==> config.mk <==
export PLATFORM = sky130hd
export DESIGN_NAME = hex_dump_top
export DESIGN_NICKNAME = d
export VERILOG_FILES = /design/src/design/dump_pkg.sv /design/src/design/ram_port_if.sv /design/src/design/sample_pacer.sv /design/src/design/capture_ram.sv /design/src/design/uart_tx.sv /design/src/design/dump_ctrl.sv /design/src/design/hex_dump_top.sv
export VERILOG_INCLUDE_DIRS = /design/src /design/src/design
export SDC_FILE = /design/constraint.sdc
export NUM_CORES = 1
export LEC_CHECK = 0
export BUFFER_PORTS_ARGS = -buffer_cell sky130_fd_sc_hd__buf_2
export CORE_MARGIN = 3
export CORE_UTILIZATION = 58
export DETAILED_ROUTE_END_ITERATION = 12
export HOLD_SLACK_MARGIN = 0.15
export PLACE_DENSITY_LB_ADDON = 0.2
export RECOVER_POWER = 50
export SETUP_SLACK_MARGIN = 0.1
export SYNTH_ARGS = -nofsm -noshare
export SYNTH_HDL_FRONTEND = slang
export SYNTH_HIERARCHICAL = 1
export SYNTH_SLANG_ARGS = --single-unit
==> constraint.sdc <==
create_clock -name clk -period 3.3 [get_ports clk]
set_clock_uncertainty 0.05 [all_clocks]
set_input_delay 0.33 -clock clk [delete_from_list [all_inputs] [get_ports clk]]
set_output_delay 0.33 -clock clk [all_outputs]
set_load 0.02 [all_outputs]
==> src/design/dump_defines.svh <==
`ifndef DUMP_DEFINES_SVH
`define DUMP_DEFINES_SVH

// log2 of buffer words, also sets capture index width
`define DUMP_DEPTH_LOG2 5

// log2 of clocks between two captures
`define DUMP_PACE_LOG2 4

// clocks per uart bit
`define DUMP_CLKS_PER_BIT 8

`endif

==> src/design/dump_pkg.sv <==
`include "dump_defines.svh"

package dump_pkg;

    typedef logic [7:0] sample_t;   // raw sample
    typedef logic [7:0] byte_t;     // uart byte
    typedef logic [15:0] word_t;    // {index, sample}

    // buffer address, top bit flags a full buffer
    typedef logic [`DUMP_DEPTH_LOG2:0] addr_t;

    typedef enum logic [2:0] {
        idle,
        capture,
        fetch,
        send_lo,
        send_hi,
        finish
    } dump_state_t;

endpackage

==> src/design/ram_port_if.sv <==
`timescale 1ns/1ns

interface ram_port_if;

    logic we;
    dump_pkg::addr_t addr;
    dump_pkg::word_t wdata;
    dump_pkg::word_t rdata;   // word at last cycle's addr

    modport master (
        output we,
        output addr,
        output wdata,
        input  rdata
    );

    modport memory (
        input  we,
        input  addr,
        input  wdata,
        output rdata
    );

endinterface

==> src/design/sample_pacer.sv <==
`timescale 1ns/1ns
`include "dump_defines.svh"

module sample_pacer (
    input  logic clk,
    input  logic rst,
    input  logic restart,
    output logic pace
);

    logic [`DUMP_PACE_LOG2-1:0] cnt;

    // pace fires on the cycle after the counter wraps
    always_ff @(posedge clk) begin
        if (rst) begin
            cnt  <= '0;
            pace <= 1'b0;
        end else if (restart) begin
            cnt  <= '0;
            pace <= 1'b0;   // full interval before next strobe
        end else begin
            cnt  <= cnt + 1'b1;
            pace <= &cnt;
        end
    end

endmodule

==> src/design/capture_ram.sv <==
`timescale 1ns/1ns
`include "dump_defines.svh"

module capture_ram (
    input logic clk,
    ram_port_if.memory mem
);

    dump_pkg::word_t store [2**`DUMP_DEPTH_LOG2];

    logic [`DUMP_DEPTH_LOG2-1:0] index;

    assign index = mem.addr[`DUMP_DEPTH_LOG2-1:0];   // wrap bit dropped

    always_ff @(posedge clk) begin
        if (mem.we) begin
            store[index] <= mem.wdata;
        end
        mem.rdata <= store[index];   // read before write
    end

endmodule

==> src/design/uart_tx.sv <==
`timescale 1ns/1ns
`include "dump_defines.svh"

module uart_tx (
    input  logic clk,
    input  logic rst,
    input  dump_pkg::byte_t tx_byte,
    input  logic tx_req,
    output logic tx_ack,
    output logic tx
);

    logic busy;
    logic [8:0] shifter;    // data bits, stop bit on top
    logic [3:0] bit_cnt;    // 0 start, 1..8 data, 9 stop
    logic [15:0] clk_cnt;
    logic bit_end;

    assign bit_end = (clk_cnt == 16'(`DUMP_CLKS_PER_BIT - 1));

    always_ff @(posedge clk) begin
        if (rst) begin
            busy    <= 1'b0;
            tx_ack  <= 1'b0;
            tx      <= 1'b1;
            bit_cnt <= '0;
            clk_cnt <= '0;
        end else if (!busy) begin
            tx <= 1'b1;
            if (tx_ack && !tx_req) begin
                tx_ack <= 1'b0;   // frame over and request withdrawn
            end else if (tx_req && !tx_ack) begin
                shifter <= {1'b1, tx_byte};
                busy    <= 1'b1;
                tx_ack  <= 1'b1;
                tx      <= 1'b0;   // start bit
                bit_cnt <= '0;
                clk_cnt <= '0;
            end
        end else begin
            if (bit_end) begin
                clk_cnt <= '0;
                if (bit_cnt == 4'd9) begin
                    busy <= 1'b0;
                end else begin
                    tx      <= shifter[0];
                    shifter <= {1'b1, shifter[8:1]};
                    bit_cnt <= bit_cnt + 1'b1;
                end
            end else begin
                clk_cnt <= clk_cnt + 1'b1;
            end
        end
    end

endmodule

==> src/design/dump_ctrl.sv <==
`timescale 1ns/1ns
`include "dump_defines.svh"

module dump_ctrl (
    input  logic clk,
    input  logic rst,
    input  logic arm,
    input  dump_pkg::sample_t sample,
    input  logic pace,
    output logic restart,
    ram_port_if.master ram,
    output dump_pkg::byte_t tx_byte,
    output logic tx_req,
    input  logic tx_ack,
    output logic sample_taken,
    output logic capturing,
    output logic done
);

    dump_pkg::dump_state_t state;
    dump_pkg::addr_t addr;
    logic full;
    logic write_en;
    logic link_free;

    assign full      = addr[`DUMP_DEPTH_LOG2];   // wrap bit
    assign link_free = !tx_req && !tx_ack;

    assign write_en = (state == dump_pkg::capture) && pace && !arm && !full;

    assign restart      = arm;
    assign sample_taken = write_en;
    assign capturing    = (state == dump_pkg::capture);
    assign done         = (state == dump_pkg::finish);

    assign ram.we    = write_en;
    assign ram.addr  = addr;
    assign ram.wdata = {dump_pkg::byte_t'(addr[`DUMP_DEPTH_LOG2-1:0]), sample};

    always_ff @(posedge clk) begin
        if (rst) begin
            state  <= dump_pkg::idle;
            addr   <= '0;
            tx_req <= 1'b0;
        end else if (arm) begin
            state  <= dump_pkg::capture;   // abandons any dump in flight
            addr   <= '0;
            tx_req <= 1'b0;
        end else begin
            case (state)
                dump_pkg::capture: begin
                    if (full) begin
                        state <= dump_pkg::fetch;
                        addr  <= '0;
                    end else if (write_en) begin
                        addr <= addr + 1'b1;
                    end
                end
                dump_pkg::fetch: begin
                    if (!full) begin
                        state <= dump_pkg::send_lo;   // rdata valid next cycle
                    end else if (!tx_ack) begin
                        state <= dump_pkg::finish;    // last frame has left the line
                    end
                end
                dump_pkg::send_lo: begin
                    if (link_free) begin
                        tx_byte <= ram.rdata[7:0];
                        tx_req  <= 1'b1;
                    end else if (tx_req && tx_ack) begin
                        tx_req <= 1'b0;
                        state  <= dump_pkg::send_hi;
                    end
                end
                dump_pkg::send_hi: begin
                    if (link_free) begin
                        tx_byte <= ram.rdata[15:8];
                        tx_req  <= 1'b1;
                    end else if (tx_req && tx_ack) begin
                        tx_req <= 1'b0;
                        addr   <= addr + 1'b1;
                        state  <= dump_pkg::fetch;
                    end
                end
                default: begin
                    // idle and finish wait for arm
                end
            endcase
        end
    end

endmodule

==> src/design/hex_dump_top.sv <==
`timescale 1ns/1ns

module hex_dump_top (
    input  logic clk,
    input  logic rst,
    input  logic arm,
    input  logic [7:0] sample,
    output logic sample_taken,
    output logic tx,
    output logic capturing,
    output logic done
);

    logic pace;
    logic restart;
    dump_pkg::byte_t tx_byte;
    logic tx_req;
    logic tx_ack;

    ram_port_if ram_bus ();

    sample_pacer u_pacer (
        .clk     (clk),
        .rst     (rst),
        .restart (restart),
        .pace    (pace)
    );

    capture_ram u_ram (
        .clk (clk),
        .mem (ram_bus.memory)
    );

    uart_tx u_tx (
        .clk     (clk),
        .rst     (rst),
        .tx_byte (tx_byte),
        .tx_req  (tx_req),
        .tx_ack  (tx_ack),
        .tx      (tx)
    );

    dump_ctrl u_ctrl (
        .clk          (clk),
        .rst          (rst),
        .arm          (arm),
        .sample       (sample),
        .pace         (pace),
        .restart      (restart),
        .ram          (ram_bus.master),
        .tx_byte      (tx_byte),
        .tx_req       (tx_req),
        .tx_ack       (tx_ack),
        .sample_taken (sample_taken),
        .capturing    (capturing),
        .done         (done)
    );

endmodule

==> impl_metrics.env <==
export IMPL_grt_start_max_net_pins=59
export IMPL_dieArea_um2=42200
export IMPL_worst_slew_pin_transition_ps=1870
export IMPL_slew_violations=275
export IMPL_dp_cells=1938
export IMPL_clk_pin_slew_ps=60
export IMPL_grt_pass1_wl_mm=77.5
export IMPL_power_leakage_nw=7.96
export IMPL_setup_violations=0
export IMPL_design_area_um2=25700
export IMPL_critPathKind="reg -> reg"
export IMPL_start_kind="register"
export IMPL_crit_path_end_kind="register"
export IMPL_reg2reg_to="u_ram/mem.rdata[9]"
export IMPL_io_pins=15
export IMPL_rsz0062_at_grt="false"
export IMPL_grt_use_total_pct=24.9
export IMPL_grt_ovfl_total=0
export IMPL_maxCapViolations=9
export IMPL_wl_met3_mm=3.04
export IMPL_outcome="complete, but fails checks"
export IMPL_m1WireLength_mm=21.0
export IMPL_core_area_um2=38900
export IMPL_ff2ff_path_depth=6
export IMPL_crit_path_start="u_ctrl/ram.addr[3]"
export IMPL_slowest_delay_ps=740
export IMPL_antenna_found_initial=0
export IMPL_clockBufferDepth=3
export IMPL_wire_per_inst_um=25.6
export IMPL_highest_layer="met4"
export IMPL_slew_headroom_pct=-25.1
export IMPL_holdCritStartpoint="u_pacer/cnt[0]"
export IMPL_ir_worst_vdd_v=0.000461
export IMPL_drtIter0Drc=1255
export IMPL_ys_ff_latch=582
export IMPL_synthTopCellsByArea="edfxtp_1, mux2i_1, dfxtp_1, o22ai_1, buf_2"
export IMPL_tns_ps=0
export IMPL_fillCellCount=2728
export IMPL_cts_tree="yes"
export IMPL_drtPass1Iterations=5
export IMPL_max_freq_mhz=311
export IMPL_fin_cells=2048
export IMPL_clkLatencyLatePin_ps=600
export IMPL_final_nets=1502
export IMPL_cp_data_required_time_ps=3710
export IMPL_synthFlopType="edfxtp_1"
export IMPL_postPlaceCellArea_um2=24000
export IMPL_numCtsBuffers=56
export IMPL_p_per_area_nw_per_um2=559
export IMPL_hpwl_mm=32.7
export IMPL_min_delay_path_class="reg -> reg"
export IMPL_r2r_start="u_ctrl/ram.addr[3]"
export IMPL_finalCritPeriodShare_pct=97.6
export IMPL_critPathCapture="u_ram/mem.rdata[9]"
export IMPL_async_flop_share_pct=0
export IMPL_io_buffers=14
export IMPL_synth_top_area_share_pct=68.8
export IMPL_cp_cell_sequence="clkbuf_1 > nand4bb_1 > buf_4 > o22ai_1 > nor4_1 > nand2_1"
export IMPL_hold_viol=0
export IMPL_critPathArrivalTime_ps=3630
export IMPL_syn_inst=1417
export IMPL_die_h_um=205
export IMPL_r2r_slack_ps=80
export IMPL_yosysSeqAreaShare_pct=73.5
export IMPL_h_tree_depth=2
export IMPL_synth_avg_cell_area_um2=16.3
export IMPL_finalHoldWorstSlack_ps=432
export IMPL_fin_crit_ps=3220
export IMPL_area_growth_pct=11.4
export IMPL_setup_slack_ps=80.7
export IMPL_ant_nets=0
export IMPL_post_place_ws_ps=272
export IMPL_synth_cell_types=65
export IMPL_layout_drive_gt1_share_pct=12.2
export IMPL_synth_warning_count=6
export IMPL_cpMaxStageDelayCell="nor4_1"
export IMPL_vias=12700
export IMPL_violations="max-capacitance violations, max-slew violations"
export IMPL_routed_wl_met2_mm=26.0
export IMPL_routed_via_density=6.18
export IMPL_gp_congestion=0.899
export IMPL_start_util_pct=59.2
export IMPL_drc=0
export IMPL_synth_top_area_cell="edfxtp_1"
export IMPL_cts_root_buffer="clkbuf_16"
export IMPL_rows=72
export IMPL_synth_edf_count=528
export IMPL_chipWidth_um=205
export IMPL_crit_fanout=23
export IMPL_grt_pass1_vias=12300
export IMPL_syn_area_um2=23000
export IMPL_routed_wl_mm=52.4
export IMPL_cts_sinks=582
export IMPL_n_antenna_cell=0
[layout by cell type, fill, tap and decap left out, types with 4 or more instances in the layout]
cell       synthesis  final
clkbuf_1          15     37
nor2_1            46     47
mux2i_1          261    261
nand4_1            6      6
bufinv_16          0      5
clkinv_2           1     18
nand4bb_1          6      6
mux2_2             9      9
edfxtp_1         528    528
a21oi_1           14     14
nand2_1           61     61
a31oi_1           13     13
clkbuf_2           5      4
dfxtp_1           54     49
nor3b_1            6      7
nor2b_1            6      6
dfxtp_2            0      4
nor4_1            33     33
nor3_2             0      4
nand2b_1           4      4
buf_12             0      8
clkbuf_16          0     57
nand3_1           16     16
o22ai_1          131    131
ha_1               9      9
nand3b_1           7      7
o21ai_0            9      9
nand4b_1           5      5
and3_1             5      5
nor3_1            17     13
buf_4             18     57
inv_1             14     14
clkinv_1           0     13
[per-layer routing]
| metal | vias to the layer above | global-route usage (%) |
|---|---|---|
| met5 | - | 0 |
| met4 | 0 | 11.3 |
| met3 | 129 | 3.34 |
| met2 | 503 | 41.5 |
| met1 | 6284 | 33.1 |
| li1 | 5736 | - |
[how the worst min path moves through the flow]
stage / endpoint / slack (ps) / cells after the start
after floorplan: u_ctrl/state[0] / 350 / 1
after global placement: u_pacer/cnt[0] / 400 / 1
after detailed placement: u_pacer/cnt[0] / 420 / 1
after CTS: u_ram/store[12][4] / 260 / 1
after global routing: u_pacer/cnt[0] / 450 / 1
final: u_pacer/cnt[0] / 430 / 1
[cell usage after synthesis, drive strengths merged (4+ instances only)]
| cell | n |
|---|---|
| a21oi | 15 |
| a31oi | 13 |
| and3 | 5 |
| buf | 78 |
| clkbuf | 20 |
| dfxtp | 54 |
| edfxtp | 528 |
| ha | 9 |
| inv | 14 |
| mux2 | 9 |
| mux2i | 261 |
| nand2 | 61 |
| nand2b | 4 |
| nand3 | 16 |
| nand3b | 7 |
| nand4 | 6 |
| nand4b | 5 |
| nand4bb | 6 |
| nor2 | 47 |
| nor2b | 6 |
| nor3 | 17 |
| nor3b | 7 |
| nor4 | 34 |
| nor4b | 4 |
| o21ai | 11 |
| o22ai | 131 |
| or3b | 6 |
| or4b | 4 |
[layout make-up]
class / instances / area, um2 / share of cell area, %
Sequential cell: 582 / 16900 / 66.0
Multi-Input combinational cell: 724 / 5480 / 21.3
Clock buffer: 66 / 1460 / 5.69
Timing Repair Buffer: 103 / 758 / 2.95
Tap cell: 518 / 648 / 2.52
Clock inverter: 40 / 324 / 1.26
Inverter: 15 / 57.6 / 0.224
[worst max-delay path, delay by kind of cell, from the launching register on]
| kind | cells | cell delay (ps) |
|---|---|---|
| DFF | 1 | 690 |
| and+or+nand+nor | 3 | 1280 |
| buffers and inverters | 2 | 960 |
| AOI/OAI and AO/OA | 1 | 90 |
[kinds of logic (layout without fill, tap and decap cells)]
kind of cell | Yosys count | after routing | synth area share, %
AO/OA/AOI/OAI | 193 | 193 | 5.39
XOR/XNOR | 3 | 3 | 0.114
adder cells (fa/ha/maj) | 9 | 9 | 0.489
buffers and inverters | 113 | 224 | 2.76
flip-flops | 582 | 582 | 73.5
multiplexers | 270 | 270 | 11.8
other | 1 | 3 | 0.0163
AND/OR/NAND/NOR | 246 | 246 | 5.98
[registers in the layout, indices dropped and copies added (netlist names), 4 cells and up]
signal and flops:
u_ram/store 512, u_tx/shifter 8, u_ctrl/tx_byte 8, u_ctrl/ram.addr 6, u_pacer/cnt 4, u_ram/mem.rdata 16
u_tx/clk_cnt 16, u_tx/bit_cnt 4
[repair_timing]
| item | in CTS | in global routing |
|---|---|---|
| hold endpoints to repair | 11 | 0 |
| hold buffers | 3 | 0 |
| resized for setup | 0 | 0 |
| setup endpoints to repair | 0 | 1 |
| setup buffers | 0 | 1 |
[where the power goes]
| group | total, mW | internal, mW | switching [mW] |
|---|---|---|---|
| sequential | 8.00 | 8.00 | 0.00627 |
| combinational | 0.124 | 0.0168 | 0.107 |
| clock | 6.21 | 3.55 | 2.66 |
[per-stage QoR]
stage	total power, mW	utilization, %
global route	14.7	66.0
global placement	8.27	61.5
CTS	14.4	66.2
detailed placement	8.27	61.5
finish	14.3	66.0
floorplan	8.23	-
Note: power is estimated with default switching activity, not from simulation.
